File: src/logic/getFeaturesConsts.svh
`ifndef GET_FEATURES_CONSTS_SVH
`define GET_FEATURES_CONSTS_SVH

// command decode
`define GF_OPCODE           6'b100101
`define GF_TARGET_ID        5'b00101

// flash command bytes
`define GF_FLASH_CMD        8'hEE
`define GF_FLASH_CMD_LUN    8'hD4   // LUN get features

// step counts
`define GF_TIMER1_COUNT     16'd149 // about 1500 ns
`define GF_DATA_IN_COUNT    16'd7   // eight bytes
`define GF_TIMER2_COUNT     16'd3

// PM command options
`define GF_OPT_CE_ON        3'b001
`define GF_OPT_BYTE_IN      3'b000
`define GF_OPT_TIMER2       3'b100

// bit positions in the one-hot PM command and last-step vectors
`define GF_PM_TIMER         0
`define GF_PM_DATA_IN       1
`define GF_PM_CAL           3

// low PM ready bits that must all be set
`define GF_PM_READY_BITS    7

`define GF_NUM_WAYS         4

`endif

File: src/logic/getFeaturesPkg.sv
`default_nettype none

`include "getFeaturesConsts.svh"

package getFeaturesPkg;

    // steps requested from the PM, in order
    typedef enum logic [3:0] {
        idle,
        calStart,
        calCommand,
        calAddress,
        timer1,
        dataIn,
        timer2,
        timerWait,
        finish
    } stepPhase_t;

    typedef enum logic [2:0] {
        collectIdle,
        collectStandby0,
        collectCapture0,
        collectStandby1,
        collectCapture1,
        collectTransfer,
        collectWait
    } collectState_t;

    typedef logic [7:0] pmCommand_t;    // one-hot
    typedef logic [2:0] pmOption_t;
    typedef logic [15:0] pmCount_t;
    typedef logic [`GF_NUM_WAYS-1:0] way_t;
    typedef logic [31:0] word_t;

endpackage

`default_nettype wire

File: src/logic/sequencerStepIf.sv
`timescale 1ns/1ps
`default_nettype none

interface sequencerStepIf;
    import getFeaturesPkg::*;

    stepPhase_t phase;  // next phase, registered by the issuer
    logic capture;      // request accepted this cycle
    logic accepted;     // PM took the current step
    logic timerDone;

    modport sequencer (
        output phase,
        output capture,
        input accepted,
        input timerDone
    );

    modport issuer (
        input phase,
        input capture,
        output accepted,
        output timerDone
    );

endinterface

`default_nettype wire

File: src/logic/featureSequencer.sv
`timescale 1ns/1ps
`default_nettype none

`include "getFeaturesConsts.svh"

module featureSequencer (
    input wire logic iSystemClock,
    input wire logic iReset,
    input wire logic [5:0] opcode,
    input wire logic [4:0] targetId,
    input wire logic cmdValid,
    output logic cmdReady,
    output logic start,
    input wire logic collectDone,
    output logic lastStep,
    sequencerStepIf.sequencer step
);
    import getFeaturesPkg::*;

    stepPhase_t phaseNow;
    stepPhase_t phaseNext;
    logic commandMatch;
    logic armed;    // one idle cycle after reset before taking commands

    assign commandMatch = (opcode == `GF_OPCODE) && (targetId == `GF_TARGET_ID);
    assign start = cmdValid && commandMatch && cmdReady;
    assign lastStep = (phaseNow == finish) && collectDone;

    always_comb begin
        phaseNext = phaseNow;
        unique case (phaseNow)
            idle: begin
                if (start) begin
                    phaseNext = calStart;
                end
            end
            calStart: begin
                if (step.accepted) begin
                    phaseNext = calCommand;
                end
            end
            calCommand: begin
                phaseNext = calAddress;
            end
            calAddress: begin
                phaseNext = timer1;
            end
            timer1: begin
                if (step.accepted) begin
                    phaseNext = dataIn;
                end
            end
            dataIn: begin
                if (step.accepted) begin
                    phaseNext = timer2;
                end
            end
            timer2: begin
                if (step.accepted) begin
                    phaseNext = timerWait;
                end
            end
            timerWait: begin
                if (step.timerDone) begin
                    phaseNext = finish;
                end
            end
            finish: begin
                if (lastStep) begin
                    phaseNext = idle;
                end
            end
            default: begin
                phaseNext = idle;
            end
        endcase
    end

    always_ff @(posedge iSystemClock or posedge iReset) begin
        if (iReset) begin
            phaseNow <= idle;
            armed <= 1'b0;
            cmdReady <= 1'b0;
        end else begin
            phaseNow <= phaseNext;
            armed <= 1'b1;
            cmdReady <= armed && (phaseNext == idle); // drops on start
        end
    end

    // issuer works from the next phase so its fields line up with phaseNow
    assign step.phase = phaseNext;
    assign step.capture = start;

endmodule

`default_nettype wire

File: src/logic/primitiveIssuer.sv
`timescale 1ns/1ps
`default_nettype none

`include "getFeaturesConsts.svh"

module primitiveIssuer (
    input wire logic iSystemClock,
    input wire logic iReset,
    input wire logic [4:0] sourceId,
    input wire logic [7:0] length,
    input wire getFeaturesPkg::way_t waySelect,
    input wire logic [7:0] pmReady,
    input wire logic [7:0] pmLastStep,
    output getFeaturesPkg::pmCommand_t pmCommand,
    output getFeaturesPkg::pmOption_t pmCommandOption,
    output getFeaturesPkg::way_t pmTargetWay,
    output getFeaturesPkg::pmCount_t pmNumOfData,
    output logic pmCaSelect,
    output logic [7:0] pmCaData,
    sequencerStepIf.issuer step
);
    import getFeaturesPkg::*;

    logic lunSelect;
    logic [1:0] lunAddress;
    logic [7:0] lengthReg;
    logic lunRequest;
    logic pmAllReady;
    pmCommand_t commandNext;
    pmOption_t optionNext;
    pmCount_t countNext;
    logic caSelectNext;
    logic [7:0] caDataNext;

    // capture cycle still sees the live source ID
    assign lunRequest = step.capture ? sourceId[0] : lunSelect;
    assign pmAllReady = &pmReady[`GF_PM_READY_BITS-1:0];

    always_comb begin
        commandNext = '0;
        caSelectNext = 1'b0;
        optionNext = pmCommandOption;
        countNext = pmNumOfData;
        caDataNext = pmCaData;
        unique case (step.phase)
            calStart: begin
                commandNext = 8'b1 << `GF_PM_CAL;
                optionNext = '0;
                countNext = lunRequest ? 16'd2 : 16'd1;
            end
            calCommand: caDataNext = lunRequest ? `GF_FLASH_CMD_LUN : `GF_FLASH_CMD;
            calAddress: begin
                caSelectNext = 1'b1;
                caDataNext = lunRequest ? {6'b0, lunAddress} : lengthReg;
            end
            timer1: begin
                commandNext = 8'b1 << `GF_PM_TIMER;
                optionNext = `GF_OPT_CE_ON;
                countNext = `GF_TIMER1_COUNT;
            end
            dataIn: begin
                commandNext = 8'b1 << `GF_PM_DATA_IN;
                optionNext = `GF_OPT_BYTE_IN;
                countNext = `GF_DATA_IN_COUNT;
            end
            timer2: begin
                commandNext = 8'b1 << `GF_PM_TIMER;
                optionNext = `GF_OPT_TIMER2;
                countNext = `GF_TIMER2_COUNT;
            end
            default: ;  // no PM step
        endcase
    end

    always_ff @(posedge iSystemClock or posedge iReset) begin
        if (iReset) begin
            pmCommand <= '0;
            pmCaSelect <= 1'b0;
        end else begin
            pmCommand <= commandNext;
            pmCaSelect <= caSelectNext;
        end
    end

    always_ff @(posedge iSystemClock) begin
        if (step.capture) begin
            lunSelect <= sourceId[0];
            lunAddress <= sourceId[2:1];
            lengthReg <= length;
            pmTargetWay <= waySelect;
        end
        pmCommandOption <= optionNext;
        pmNumOfData <= countNext;
        pmCaData <= caDataNext;
    end

    assign step.accepted = (pmCommand != '0) && pmAllReady;
    assign step.timerDone = pmLastStep[`GF_PM_TIMER];

endmodule

`default_nettype wire

File: src/logic/featureCollector.sv
`timescale 1ns/1ps
`default_nettype none

module featureCollector (
    input wire logic iSystemClock,
    input wire logic iReset,
    input wire logic start,
    input wire logic lastStep,
    output logic collectDone,
    input wire getFeaturesPkg::word_t pmReadData,
    input wire logic pmReadValid,
    output logic pmReadReady,
    output getFeaturesPkg::word_t readData,
    output logic readLast,
    output logic readValid,
    input wire logic readReady
);
    import getFeaturesPkg::*;

    collectState_t stateNow;
    collectState_t stateNext;
    logic beatTaken;
    logic [15:0] paramPair;    // bytes 3 and 1 of a PM beat

    assign beatTaken = pmReadValid && pmReadReady;
    assign paramPair = {pmReadData[31:24], pmReadData[15:8]};

    always_comb begin
        stateNext = stateNow;
        unique case (stateNow)
            collectIdle: if (start) stateNext = collectStandby0;
            collectStandby0: if (beatTaken) stateNext = collectCapture0;
            collectCapture0: begin
                stateNext = beatTaken ? collectCapture1 : collectStandby1;
            end
            collectStandby1: if (beatTaken) stateNext = collectCapture1;
            collectCapture1: stateNext = collectTransfer;
            collectTransfer: if (readReady) stateNext = collectWait;
            collectWait: if (lastStep) stateNext = collectIdle;
            default: stateNext = collectIdle;
        endcase
    end

    always_ff @(posedge iSystemClock or posedge iReset) begin
        if (iReset) begin
            stateNow <= collectIdle;
            pmReadReady <= 1'b0;
            readValid <= 1'b0;
        end else begin
            stateNow <= stateNext;
            pmReadReady <= (stateNext == collectStandby0) ||
                           (stateNext == collectCapture0) ||
                           (stateNext == collectStandby1);
            readValid <= (stateNext == collectTransfer);
        end
    end

    // beat 0 fills the low half, beat 1 the high half
    always_ff @(posedge iSystemClock) begin
        if (stateNext == collectCapture0) begin
            readData[15:0] <= paramPair;
        end
        if (stateNext == collectCapture1) begin
            readData[31:16] <= paramPair;
        end
    end

    assign readLast = readValid;    // the only beat is also the last
    assign collectDone = (stateNow == collectWait);

endmodule

`default_nettype wire

File: src/logic/getFeaturesTop.sv
`timescale 1ns/1ps
`default_nettype none

module getFeaturesTop (
    input wire logic iSystemClock,
    input wire logic iReset,
    input wire logic [5:0] opcode,
    input wire logic [4:0] targetId,
    input wire logic [4:0] sourceId,
    input wire logic [7:0] length,
    input wire logic cmdValid,
    output logic cmdReady,
    output getFeaturesPkg::word_t readData,
    output logic readLast,
    output logic readValid,
    input wire logic readReady,
    input wire getFeaturesPkg::way_t waySelect,
    output logic start,
    output logic lastStep,
    input wire logic [7:0] pmReady,
    input wire logic [7:0] pmLastStep,
    output getFeaturesPkg::pmCommand_t pmCommand,
    output getFeaturesPkg::pmOption_t pmCommandOption,
    output getFeaturesPkg::way_t pmTargetWay,
    output getFeaturesPkg::pmCount_t pmNumOfData,
    output logic pmCaSelect,
    output logic [7:0] pmCaData,
    input wire getFeaturesPkg::word_t pmReadData,
    input wire logic pmReadValid,
    output logic pmReadReady
);
    logic collectDone;

    sequencerStepIf stepBus ();

    featureSequencer sequencer (
        .iSystemClock(iSystemClock),
        .iReset(iReset),
        .opcode(opcode),
        .targetId(targetId),
        .cmdValid(cmdValid),
        .cmdReady(cmdReady),
        .start(start),
        .collectDone(collectDone),
        .lastStep(lastStep),
        .step(stepBus.sequencer)
    );

    primitiveIssuer issuer (
        .iSystemClock(iSystemClock),
        .iReset(iReset),
        .sourceId(sourceId),
        .length(length),
        .waySelect(waySelect),
        .pmReady(pmReady),
        .pmLastStep(pmLastStep),
        .pmCommand(pmCommand),
        .pmCommandOption(pmCommandOption),
        .pmTargetWay(pmTargetWay),
        .pmNumOfData(pmNumOfData),
        .pmCaSelect(pmCaSelect),
        .pmCaData(pmCaData),
        .step(stepBus.issuer)
    );

    featureCollector collector (
        .iSystemClock(iSystemClock),
        .iReset(iReset),
        .start(start),
        .lastStep(lastStep),
        .collectDone(collectDone),
        .pmReadData(pmReadData),
        .pmReadValid(pmReadValid),
        .pmReadReady(pmReadReady),
        .readData(readData),
        .readLast(readLast),
        .readValid(readValid),
        .readReady(readReady)
    );

endmodule

`default_nettype wire

File: config.mk
export PLATFORM = sky130hd
export DESIGN_NAME = getFeaturesTop
export DESIGN_NICKNAME = d
export VERILOG_FILES = /design/src/logic/getFeaturesPkg.sv /design/src/logic/sequencerStepIf.sv /design/src/logic/featureSequencer.sv /design/src/logic/primitiveIssuer.sv /design/src/logic/featureCollector.sv /design/src/logic/getFeaturesTop.sv
export VERILOG_INCLUDE_DIRS = /design/src /design/src/logic
export SDC_FILE = /design/constraint.sdc
export NUM_CORES = 1
export LEC_CHECK = 0
export BUFFER_PORTS_ARGS = -buffer_cell sky130_fd_sc_hd__buf_4
export CAP_MARGIN = 20
export CORE_MARGIN = 3
export CORE_UTILIZATION = 40
export DETAILED_ROUTE_END_ITERATION = 10
export PLACE_DENSITY_LB_ADDON = 0.15
export SLEW_MARGIN = 20
export SYNTH_ARGS = -nofsm -noshare
export SYNTH_HDL_FRONTEND = slang
export SYNTH_HIERARCHICAL = 1
export SYNTH_SLANG_ARGS = --single-unit
File: constraint.sdc
create_clock -name iSystemClock -period 2.8 [get_ports iSystemClock]
set_input_delay 0.28 -clock iSystemClock [delete_from_list [all_inputs] [get_ports iSystemClock]]
set_output_delay 0.28 -clock iSystemClock [all_outputs]
set_load 0.01 [all_outputs]
==> run summary, run 1 <==
drt first pass iters - 4
Filler cells - 583
post-synthesis mux area share - 0.459%
Seq pwr share - 55.7%
Core Area - 7020 um^2
IO Count - 159
ANT cells - 0
Max Cap Viol - 0
yosys warns - 6
die height - 92.5 um
slowest cell on the critical path - a2111oi_2
largest family of logic cells by synthesized area - simple AND/OR/NAND/NOR gates
VDD IR max - 0.419 mV
Worst-path clk slew - 0.08 ns
vias after detailed routing - 1,899
Initial Util - 42.7%
antenna violations before repair - 0
share of cells above drive strength 1 - 48.3%
sw power - 0.000419 W
Comb pwr share - 4.2%
DRT antenna net count - 0
Post-synth ARST share - 19.7%
Synth Area in Compound Gates - 5.72%
max incr delay on CP - 0.42 ns
first-iteration detailed-routing DRC count - 31
register area - 2200 um^2
RSZ-0062 raised after global routing - false
Fmax - 419 MHz
total chip power - 0.00219 W
Setup crit end kind - flop
total CTS buffers - 9
All-Layer GR Usage - 14.2%
Worst setup SP type - flop
WP data arrival - 2.39 ns
remaining routing DRC violations - 0
first-pass GRT wire length - 9.18 mm
CTS Buffer Depth - 2
final hold violation count - 0
fin crit share - 85.3%
Setup Viol. Count Final - 0
static leakage - 1.76 nW
final wirelength - 5.92 mm
area of the multi-input gates - 662 um^2
Root Driver - clkbuf_8
flops & latches, synth - 76
CP Class - reg2reg
status - completed
Final nets - 401
Post-synth EDFFs - 60
pin count of the biggest net entering global routing - 18
Non-Filler Instances - 421
ys flop type - edfxtp_1
hold slack - 0.106 ns
placed instance count - 404
critical path fanouts, max - 7
clock sink total - 76
Layout Area Growth over Synthesis - 38.7%
gpl congestion - 0.798
fin. max-slew vios - 0
Critical Path RT - 2.80 ns
synthesized instance count - 194
CTS tree - done
Cell Area, Synth - 3000 um^2
Net Sw Frac - 19.1%
HP Class - in2reg
crit path time final - 2.39 ns
Seq/Total Area, Yosys - 73.4%
clk_lat worst skew - 0.35 ns
vias in the first global route - 1,907
WL per Instance - 14.1 um
critical path, cell by cell - nor3_1 -> nor3_1 -> nor3b_1 -> a2111oi_2 -> nor2_1 -> nand2b_1 -> a21oi_1
Die W - 92.5 um
XOR/XNOR Fraction of Synth Area - 0.292%
Internal - 0.00177 W
total grt overflow - 0
Post-Synth Simple-Gate Area - 12.6%
die area - 8560 um^2
PD cells - 527 nW/um^2
# port buffers - 115
Final Skew - 0.00429 ns
# rows - 30
Clk pwr share - 40.2%
routed vias/inst - 4.51
Post-Syn Area per Cell - 15.4 um^2
synth unique cells - 48
Setup TNS - 0 ns
utilization after layout - 59.2%
hpwl dp - 4.42 mm
Post-Synth Adder-Cell Area - 0%
CTS H-tree lvls - 3
cell repeated most along the worst path - nor3_1
[cell families after synthesis]
kind of cell / count (synthesis)
DFF: 76
and+or+nand+nor: 61
buffers and inverters: 33
AOI/OAI and AO/OA: 20
other: 2
xor gates and xnor gates: 1
muxes: 1
[synth_stat cells, types with 2 or more instances]
| library cell | n | area (um^2) |
|---|---|---|
| inv_1 | 7 | 26.3 |
| nand4bb_1 | 3 | 33.8 |
| nand2b_2 | 2 | 17.5 |
| nor3_1 | 7 | 35.0 |
| nor2_1 | 11 | 41.3 |
| nand2b_1 | 3 | 18.8 |
| buf_6 | 2 | 22.5 |
| a21oi_1 | 6 | 30.0 |
| conb_1 | 2 | 7.51 |
| dfrtp_1 | 15 | 375 |
| buf_4 | 21 | 158 |
| nand3_1 | 3 | 15.0 |
| o21ai_0 | 2 | 10.0 |
| nor4_1 | 2 | 12.5 |
| inv_2 | 2 | 7.51 |
| nand3b_1 | 2 | 15.0 |
| nand2_1 | 10 | 37.5 |
| and2_1 | 2 | 12.5 |
| nor3b_1 | 3 | 22.5 |
| edfxtp_1 | 60 | 1800 |
| nor2b_1 | 2 | 12.5 |
[registers in the layout, indices dropped and copies added, names as in the netlist]
signal / cells
issuer/pmCaData: 8
sequencer/armed: 1
collector/readData: 32
issuer/lengthReg: 8
issuer/lunAddress: 2
sequencer/phaseNow: 4
issuer/pmTargetWay: 4
issuer/pmNumOfData: 4
collector/pmReadReady: 1
issuer/pmCommand: 3
issuer/pmCaSelect: 1
issuer/lunSelect: 1
collector/stateNow: 3
issuer/pmCommandOption: 2
collector/readLast: 1
sequencer/cmdReady: 1
[worst paths after layout]
| kind | startpoint | cells after the start | slack (ns) | to |
|---|---|---|---|---|
| worst max register to register | issuer/pmCommand[3] | 7 | 0.41 | issuer/pmNumOfData[2] |
| max in group asynchronous | iReset | 3 | 2.19 | sequencer/phaseNow[0] |
| min in group asynchronous | iReset | 3 | 0.39 | issuer/pmCommand[1] |
| worst min-delay path | waySelect[0] | 1 | 0.11 | issuer/pmTargetWay[0] |
| worst max-delay path | issuer/pmCommand[3] | 7 | 0.41 | issuer/pmNumOfData[2] |
| worst min register to register | issuer/lengthReg[2] | 2 | 0.52 | issuer/pmCaData[2] |
[layer usage]
metal | up-vias | part of all wire (%) | global-route usage, %
met3 | 13 | 9.9 | 6.50
met2 | 86 | 48 | 22.0
met1 | 875 | 40 | 17.3
met5 | - | 0 | 0
li1 | 925 | - | -
met4 | 0 | 1.8 | 5.57
[power by group through the flow]
stage | registers [W] | clock network (W) | logic [W]
after floorplan | 0.00124 | 0 | 0.0000412
after global placement | 0.00124 | 0 | 0.0000887
after detailed placement | 0.00124 | 0 | 0.0000899
after CTS | 0.00122 | 0.000909 | 0.0000913
after global routing | 0.00122 | 0.000951 | 0.000100
final | 0.00122 | 0.000880 | 0.0000910
[stage by stage]
stage	setup WS [ns]	area [um^2]
4_1_cts	0.252	4150
5_1_grt	0.0722	4150
3_3_place_gp	0.240	3920
6_report	0.411	4150
2_1_floorplan	0.187	3060
3_5_place_dp	0.206	3920
[cell type report]
type                            count  share of cell area, %
Sequential cell                    76                   52.9
Inverter                            9                  0.813
Multi-Input combinational cell    101                   15.9
Timing Repair Buffer              123                   22.3
Tap cell                           96                   2.89
Clock inverter                      7                   2.20
Clock buffer                        9                   2.98
[cells in the final DEF, fill, tap and decap left out, types with 2 or more instances in the layout]
master     Yosys  routed
nand2_1       10      10
buf_4         21     122
and2_1         2       2
nor3b_1        3       2
nor4_2         0       2
edfxtp_1      60      60
nand3_1        3       3
bufinv_16      0       2
o21ai_0        2       2
nor3b_2        1       2
clkbuf_8       0       9
nor2_1        11      11
nand3b_1       2       2
a21oi_1        6       6
nor3_1         7       7
nand2b_2       2       2
nand2b_1       3       3
nand4bb_1      3       3
inv_1          7       7
dfrtp_1       15      15
clkinv_2       0       3
nor2b_1        2       2
conb_1         2      18
inv_2          2       2
[what timing repair did]
item                                   in CTS  in global routing
hold buffers                                1                  0
endpoints found under the hold margin      15                  0
setup endpoints to repair                   0                  5
gates resized for setup                     0                  1
setup buffers                               0                  0
[worst max-delay path, delay by kind of cell (launching register included)]
family,cells,cell delay (ns)
DFF,1,0.38
AOI/OAI and AO/OA,2,0.80
and+or+nand+nor,5,0.88
(Power assumes the default switching activity.)
==> run 2: changes to the inputs <==
--- a/config.mk
+++ b/config.mk
@@ -12,6 +12,7 @@
 export CORE_UTILIZATION = 40
 export DETAILED_ROUTE_END_ITERATION = 10
 export PLACE_DENSITY_LB_ADDON = 0.15
+export REMOVE_ABC_BUFFERS = 1
 export SLEW_MARGIN = 20
 export SYNTH_ARGS = -nofsm -noshare
 export SYNTH_HDL_FRONTEND = slang
==> run 2 against run 1 <==
Compared with the run above:
- non-clock buffer count stayed put
- global-route usage is 0.065 points higher
- sequential share of layout area hardly changed
- core utilization hardly changed
- design area hardly changed
- critical path type unchanged
- critical endpoint is now issuer/pmNumOfData[0]
- largest power group unchanged
==> run summary, run 2 (same netlist as run 1, synthesis figures left out) <==
status - completed (unchanged)
worst r2r dst - issuer/pmNumOfData[0] (was issuer/pmNumOfData[2])
Die W - 92.5 um (unchanged)
clk_lat worst skew - 0.33 ns (was 0.35 ns)
final hold violation count - 0 (unchanged)
Post-Route M1 WL - 2.49 mm (was 2.39 mm)
total chip power - 0.00219 W (about the same)
DRT antenna net count - 0 (unchanged)
CP Class - reg2reg (unchanged)
Most flops, register - collector/readData (unchanged)
crit path time final - 2.36 ns (was 2.39 ns)
die height - 92.5 um (unchanged)
fin crit share - 84.3% (was 85.3%)
fin. max-slew vios - 0 (unchanged)
vias after detailed routing - 1,930 (was 1,899)
FF-to-FF path depth - 8 (was 7)
CTS tree - done (unchanged)
static leakage - 1.76 nW (about the same)
Non-Filler Instances - 421 (unchanged)
Setup crit end kind - flop (unchanged)
slowest cell on the critical path - a2111oi_1 (was a2111oi_2)
Initial Util - 42.7% (unchanged)
PD cells - 528 nW/um^2 (was 527 nW/um^2)
worst path bufs/invs - 0 (unchanged)
CTS H-tree lvls - 3 (unchanged)
RSZ-0062 raised after global routing - false (unchanged)
met3 WL - 523 um (was 588 um)
share of cells above drive strength 1 - 48.0% (was 48.3%)
Root Driver - clkbuf_8 (unchanged)
first-pass GRT wire length - 9.34 mm (was 9.18 mm)
pin count of the biggest net entering global routing - 18 (unchanged)
Worst-path clk slew - 0.08 ns (about the same)
pre-CTS setup slack - 0.299 ns (was 0.206 ns)
IO Count - 159 (unchanged)
routed vias/inst - 4.58 (was 4.51)
Core Area - 7020 um^2 (unchanged)
final wirelength - 5.87 mm (was 5.92 mm)
R2R setup slack - 0.44 ns (was 0.41 ns)
total CTS buffers - 9 (unchanged)
Hold Crit Depth - 1 (unchanged)
Fmax - 423 MHz (was 419 MHz)
max reg flops - 32 (unchanged)
remaining routing DRC violations - 0 (unchanged)
met2 wire len - 2.76 mm (was 2.84 mm)
Max Cap Viol - 0 (unchanged)
hpwl dp - 4.32 mm (was 4.42 mm)
drt first pass iters - 4 (unchanged)
placed instance count - 404 (unchanged)
VDD IR max - 0.334 mV (was 0.419 mV)
hold_sp - sourceId[1] (was waySelect[0])
vias in the first global route - 1,844 (was 1,907)
critical path, cell by cell - nor3_1 -> nor3_1 -> nor3b_1 -> a2111oi_1 -> nor2_1 -> nand2b_2 -> nor2_1 -> or3_1 (was nor3_1 -> nor3_1 -> nor3b_1 -> a2111oi_2 -> nor2_1 -> nand2b_1 -> a21oi_1)
CTS Buffer Depth - 2 (unchanged)
Top delay family on crit path - simple AND/OR/NAND/NOR gates (unchanged)
Min-Delay Endpoint - issuer/lunAddress[0] (was issuer/pmTargetWay[0])
die area - 8560 um^2 (unchanged)
ANT cells - 0 (unchanged)
most common cell after layout, fill and taps aside - buf_4 (unchanged)
DR top layer - met4 (unchanged)
first-iteration detailed-routing DRC count - 83 (was 31)
# port buffers - 115 (unchanged)
Worst setup SP type - flop (unchanged)
hold slack - 0.116 ns (was 0.106 ns)
Critical Path RT - 2.88 ns (was 2.80 ns)
# rows - 30 (unchanged)
HP Class - in2reg (unchanged)
Final nets - 401 (unchanged)
gpl congestion - 0.753 (was 0.798)
Final Skew - 0.00944 ns (was 0.00429 ns)
antenna violations before repair - 0 (unchanged)
Setup Viol. Count Final - 0 (unchanged)
WL per Instance - 14.0 um (was 14.1 um)
largest registers - collector/readData x32, issuer/lengthReg x8, issuer/pmCaData x8 (unchanged)
All-Layer GR Usage - 14.3% (was 14.2%)
max incr delay on CP - 0.43 ns (was 0.42 ns)
critical path fanouts, max - 7 (unchanged)
WP data arrival - 2.44 ns (was 2.39 ns)
commonest cells after routing, fill and taps aside - buf_4 (122), edfxtp_1 (60), conb_1 (18) (unchanged)
RR Startpoint - issuer/pmCommand[0] (was issuer/pmCommand[3])
final worst slack - 0.438 ns (was 0.411 ns)
total grt overflow - 0 (unchanged)
Layout Area Growth over Synthesis - 38.6% (was 38.7%)
utilization after layout - 59.1% (was 59.2%)
clock sink total - 76 (unchanged)
[run 2: cell count changes in the layout (fill, tap and decap cells not counted), sizes merged]
cell and delta:
clkinv -2, clkbuf +1, inv +1
[run 2: report_power, final]
part / internal, W / switching, W
clock network: 0.000502 / 0.000378
registers: 0.00122 / 0.00000206
logic: 0.0000557 / 0.0000352
total: 0.00177 / 0.000415
[run 2: how the worst max path moves through the flow]
stage / from / end / slack [ns] / cells past startpoint
floorplan: opcode[4] / issuer/pmCaData[1] / -1.22 / 7
global placement: pmReady[6] / issuer/pmNumOfData[4] / 0.27 / 8
detailed placement: pmReady[6] / issuer/pmNumOfData[1] / 0.30 / 8
CTS: issuer/pmCommand[1] / issuer/pmNumOfData[4] / 0.33 / 7
global route: issuer/pmCommand[1] / issuer/pmCaData[1] / 0.07 / 9
finish: issuer/pmCommand[0] / issuer/pmNumOfData[0] / 0.44 / 8
[run 2: layout make-up]
class,count,area [um^2]
clock buffers,10,128
clock inverters,6,86.3
fillers,582,2870
inverters,9,33.8
multi-input cells,101,661
flip-flops and latches,76,2200
well taps,96,120
repair buffers,123,926
[run 2: timing repair]
action | in CTS | in global routing
setup endpoints to repair | 0 | 1
gates resized for setup | 0 | 1
buffers inserted | 0 | 0
hold buffers | 1 | 0
endpoints found under the hold margin | 15 | 0
[run 2: routing by layer]
metal,GRT usage (%),up-vias
li1,-,920
met1,19.1,897
met2,22.2,103
met3,3.66,10
met4,5.94,0
met5,0,-
[run 2: per-stage QoR]
| stage | setup TNS [ns] | cell area, um^2 |
|---|---|---|
| global placement | 0 | 3920 |
| finish | 0 | 4150 |
| floorplan | -29.51 | 2870 |
| detailed placement | 0 | 3920 |
| global route | 0 | 4150 |
| CTS | 0 | 4150 |
==> run 3: changes to the inputs <==
--- a/config.mk
+++ b/config.mk
@@ -6,10 +6,11 @@
 export SDC_FILE = /design/constraint.sdc
 export NUM_CORES = 1
 export LEC_CHECK = 0
+export ABC_AREA = 1
 export BUFFER_PORTS_ARGS = -buffer_cell sky130_fd_sc_hd__buf_4
 export CAP_MARGIN = 20
 export CORE_MARGIN = 3
-export CORE_UTILIZATION = 40
+export CORE_UTILIZATION = 45
 export DETAILED_ROUTE_END_ITERATION = 10
 export PLACE_DENSITY_LB_ADDON = 0.15
 export REMOVE_ABC_BUFFERS = 1
==> constraint.sdc (replaced) <==
create_clock -name iSystemClock -period 2.45 [get_ports iSystemClock]
set_input_delay 0.245 -clock iSystemClock [delete_from_list [all_inputs] [get_ports iSystemClock]]
set_output_delay 0.245 -clock iSystemClock [all_outputs]
set_load 0.01 [all_outputs]
==> run 3 against run 2 <==
Compared with the run above:
- first-iteration DRC count decreased by 12%
- critical path type is now reg2out
- via count increased by 9.7%
- largest cell class unchanged
- clock-buffer cell count decreased by 1
- area after synthesis increased by 3.0%
- hold slack got worse by 0.036 ns
- clock skew about the same
- cell count increased by 12%
- critical path depth decreased by 4
- design area increased by 1.1%
==> run summary, run 3 <==
ys flop type - edfxtp_1 (unchanged)
hold slack - 0.0805 ns (was 0.116 ns)
Final Instance Area - 4200 um^2 (was 4150 um^2)
Post-Syn Area per Cell - 11.7 um^2 (was 15.4 um^2)
status - completed (unchanged)
synth unique cells - 20 (was 48)
total grt overflow - 0 (unchanged)
WL per Instance - 12.6 um (was 14.0 um)
VDD IR max - 0.473 mV (was 0.334 mV)
static leakage - 1.95 nW (was 1.76 nW)
Clk pwr share - 30.6% (was 40.2%)
CTS Buffer Depth - 2 (unchanged)
remaining routing DRC violations - 0 (unchanged)
IO Count - 159 (unchanged)
die area - 7890 um^2 (was 8560 um^2)
Initial Util - 47.5% (was 42.7%)
GR Layer Usage met1 - 18.0% (was 19.1%)
largest registers - collector/readData x32, issuer/lengthReg x8, issuer/pmCaData x8 (unchanged)
first-iteration detailed-routing DRC count - 73 (was 83)
biggest area consumer among synthesized cells - edfxtp_1 (unchanged)
Seq/Total Area, Yosys - 71.2% (was 73.4%)
Core Area - 6490 um^2 (was 7020 um^2)
final wirelength - 5.93 mm (was 5.87 mm)
Yosys top cell area share - 58.4% (was 60.2%)
final hold violation count - 0 (unchanged)
RSZ-0062 raised after global routing - false (unchanged)
M3 GR Usage - 5.31% (was 3.66%)
Net Sw Frac - 26.7% (was 19.0%)
Cell Area, Synth - 3090 um^2 (was 3000 um^2)
worst-margin pin slew - 0.619 ns
share of cells above drive strength 1 - 38.3% (was 48.0%)
R2R setup slack - 0.37 ns (was 0.44 ns)
total CTS buffers - 9 (unchanged)
Setup crit end kind - output pin (was flop)
Final Skew - 0.00915 ns (was 0.00944 ns)
# rows - 29 (was 30)
Post-synth ARST share - 19.7% (unchanged)
dpl cell area - 3980 um^2 (was 3920 um^2)
vias after detailed routing - 2,118 (was 1,930)
Setup Viol. Count Final - 0 (unchanged)
vias in the first global route - 1,996 (was 1,844)
M2 GR Usage - 25.9% (was 22.2%)
most instantiated library cell after synthesis - edfxtp_1 (unchanged)
fin crit share - 84.9%
gpl congestion - 0.868 (was 0.753)
main area contributors after synthesis - edfxtp_1 (58%), dfrtp_1 (12%), nand2_1 (5.8%), buf_4 (5.4%), inv_1 (4.7%) (was edfxtp_1 (60%), dfrtp_1 (13%), buf_4 (5.3%), nor2_1 (1.4%), nand2_1 (1.3%))
synthesized instance count - 264 (was 194)
Hold Crit Depth - 1 (unchanged)
first-pass GRT wire length - 9.05 mm (was 9.34 mm)
most common cell after layout, fill and taps aside - buf_4 (unchanged)
Worst-path clk slew - 0.08 ns (about the same)
Root Driver - clkbuf_8 (unchanged)
Fmax - 481 MHz
pin count of the biggest net entering global routing - 17 (was 18)
CP Class - reg2out (was reg2reg)
commonest cells in the synthesized netlist - edfxtp_1 (60), nand2_1 (48), inv_1 (39) (was edfxtp_1 (60), buf_4 (21), dfrtp_1 (15))
Seq pwr share - 52.2% (was 55.7%)
critical path fanouts, max - 11 (was 7)
Critical Path RT - 2.20 ns (was 2.88 ns)
Max Cap Viol - 0 (unchanged)
Worst setup SP type - flop (unchanged)
drt first pass iters - 4 (unchanged)
fin. max-slew vios - 0 (unchanged)
WP data arrival - 1.84 ns (was 2.44 ns)
utilization after layout - 64.6% (was 59.1%)
Die W - 88.8 um (was 92.5 um)
Layout Area Growth over Synthesis - 36.0% (was 38.6%)
HP Class - in2reg (unchanged)
clk_lat worst skew - 0.33 ns (about the same)
crit path time final - 2.08 ns
DRT antenna net count - 0 (unchanged)
GRT busiest layer - met2 (unchanged)
CTS tree - done (unchanged)
max reg flops - 32 (unchanged)
FF-to-FF path depth - 12 (was 8)
die height - 88.8 um (was 92.5 um)
yosys warns - 6 (unchanged)
Post-synth EDFFs - 60 (unchanged)
Final nets - 470 (was 401)
Comb pwr share - 17.2% (was 4.2%)
Rel. slew slack - 58.4%
CTS H-tree lvls - 3 (unchanged)
flops & latches, synth - 76 (unchanged)
Filler cells - 521 (was 582)
routed vias/inst - 4.50 (was 4.58)
sw power - 0.000808 W (was 0.000415 W)
# port buffers - 115 (unchanged)
hpwl dp - 4.62 mm (was 4.32 mm)
Internal - 0.00222 W (was 0.00177 W)
All-Layer GR Usage - 15.3% (was 14.3%)
antenna violations before repair - 0 (unchanged)
commonest cells after routing, fill and taps aside - buf_4 (119), edfxtp_1 (60), nand2_1 (48) (was buf_4 (122), edfxtp_1 (60), conb_1 (18))
ANT cells - 0 (unchanged)
Most flops, register - collector/readData (unchanged)
PD cells - 722 nW/um^2 (was 528 nW/um^2)
clock sink total - 76 (unchanged)
## run 3: cell count changes after synthesis, moves of 3 or more
| cell | before | now |
|---|---|---|
| nand2_1 | 10 | 48 |
| inv_1 | 7 | 39 |
| nand3_1 | 3 | 20 |
| nor2_1 | 11 | 26 |
| a21oi_1 | 6 | 0 |
| nand2_2 | 0 | 5 |
| nand4_1 | 1 | 6 |
| nand2b_1 | 3 | 0 |
| nand4bb_1 | 3 | 0 |
| nor2_2 | 0 | 3 |
| nor3b_1 | 3 | 0 |
## run 3: final cells by class
| class | instances | area (um^2) | share of cell area (%) |
|---|---|---|---|
| inverter | 42 | 158 | 3.76 |
| tap | 77 | 96.3 | 2.30 |
| clock buffer | 9 | 124 | 2.95 |
| sequential | 76 | 2200 | 52.4 |
| clock inverter | 7 | 73.8 | 1.76 |
| multi-input combinational | 140 | 643 | 15.3 |
| timing repair buffer | 120 | 903 | 21.5 |
## run 3: power groups by stage
stage / combinational [W] / sequential [W] / clock, W
6_report: 0.000522 / 0.00158 / 0.000925
5_1_grt: 0.000580 / 0.00159 / 0.00102
4_1_cts: 0.000528 / 0.00158 / 0.000957
3_5_place_dp: 0.000524 / 0.00161 / 0
3_3_place_gp: 0.000511 / 0.00161 / 0
2_1_floorplan: 0.000233 / 0.00164 / 0
## run 3: cells by family after synthesis
kind of cell,after synthesis,synth area share [%]
DFF,76,71.2
other,2,0.243
buffers and inverters,64,10.5
and+or+nand+nor,121,17.8
AOI/OAI and AO/OA,1,0.284
## run 3: final timing paths
| kind | from | end |
|---|---|---|
| min | length[4] | issuer/lengthReg[4] |
| max | sequencer/cmdReady | start |
| max reg2reg | issuer/pmCommand[1] | issuer/pmNumOfData[4] |
| min reg2reg | issuer/lengthReg[6] | issuer/pmCaData[6] |
| max in group asynchronous | iReset | sequencer/phaseNow[3] |
| min in group asynchronous | iReset | issuer/pmCommand[1] |
## run 3: layer usage
| layer | vias to the layer above | routed length (um) |
|---|---|---|
| met2 | 89 | 3050 |
| met4 | 0 | 29 |
| met1 | 952 | 2310 |
| met3 | 2 | 536 |
| met5 | - | 0 |
| li1 | 1075 | - |
## run 3: what timing repair did
| action | 4_1_cts | 5_1_grt |
|---|---|---|
| buffers inserted | 0 | 0 |
| endpoints found under the setup margin | 0 | 4 |
| resized for setup | 0 | 1 |
| hold endpoints to repair | 15 | 0 |
| hold buffers | 1 | 0 |
## run 3: critical path: stages, from the launching register on
cell and delay [ns]:
dfrtp_1 0.36, nand3b_1 0.11, nor4_2 0.59, buf_4 0.30, buf_4 0.14
## run 3: per-stage QoR
step                cells  total power [W]  setup WS, ns  TNS, ns
finish                471          0.00303         0.369        0
global route          471          0.00320         0.104        0
floorplan             258          0.00187        -0.935   -20.20
detailed placement    454          0.00214         0.239        0
CTS                   471          0.00307         0.230        0
global placement      454          0.00212         0.287        0
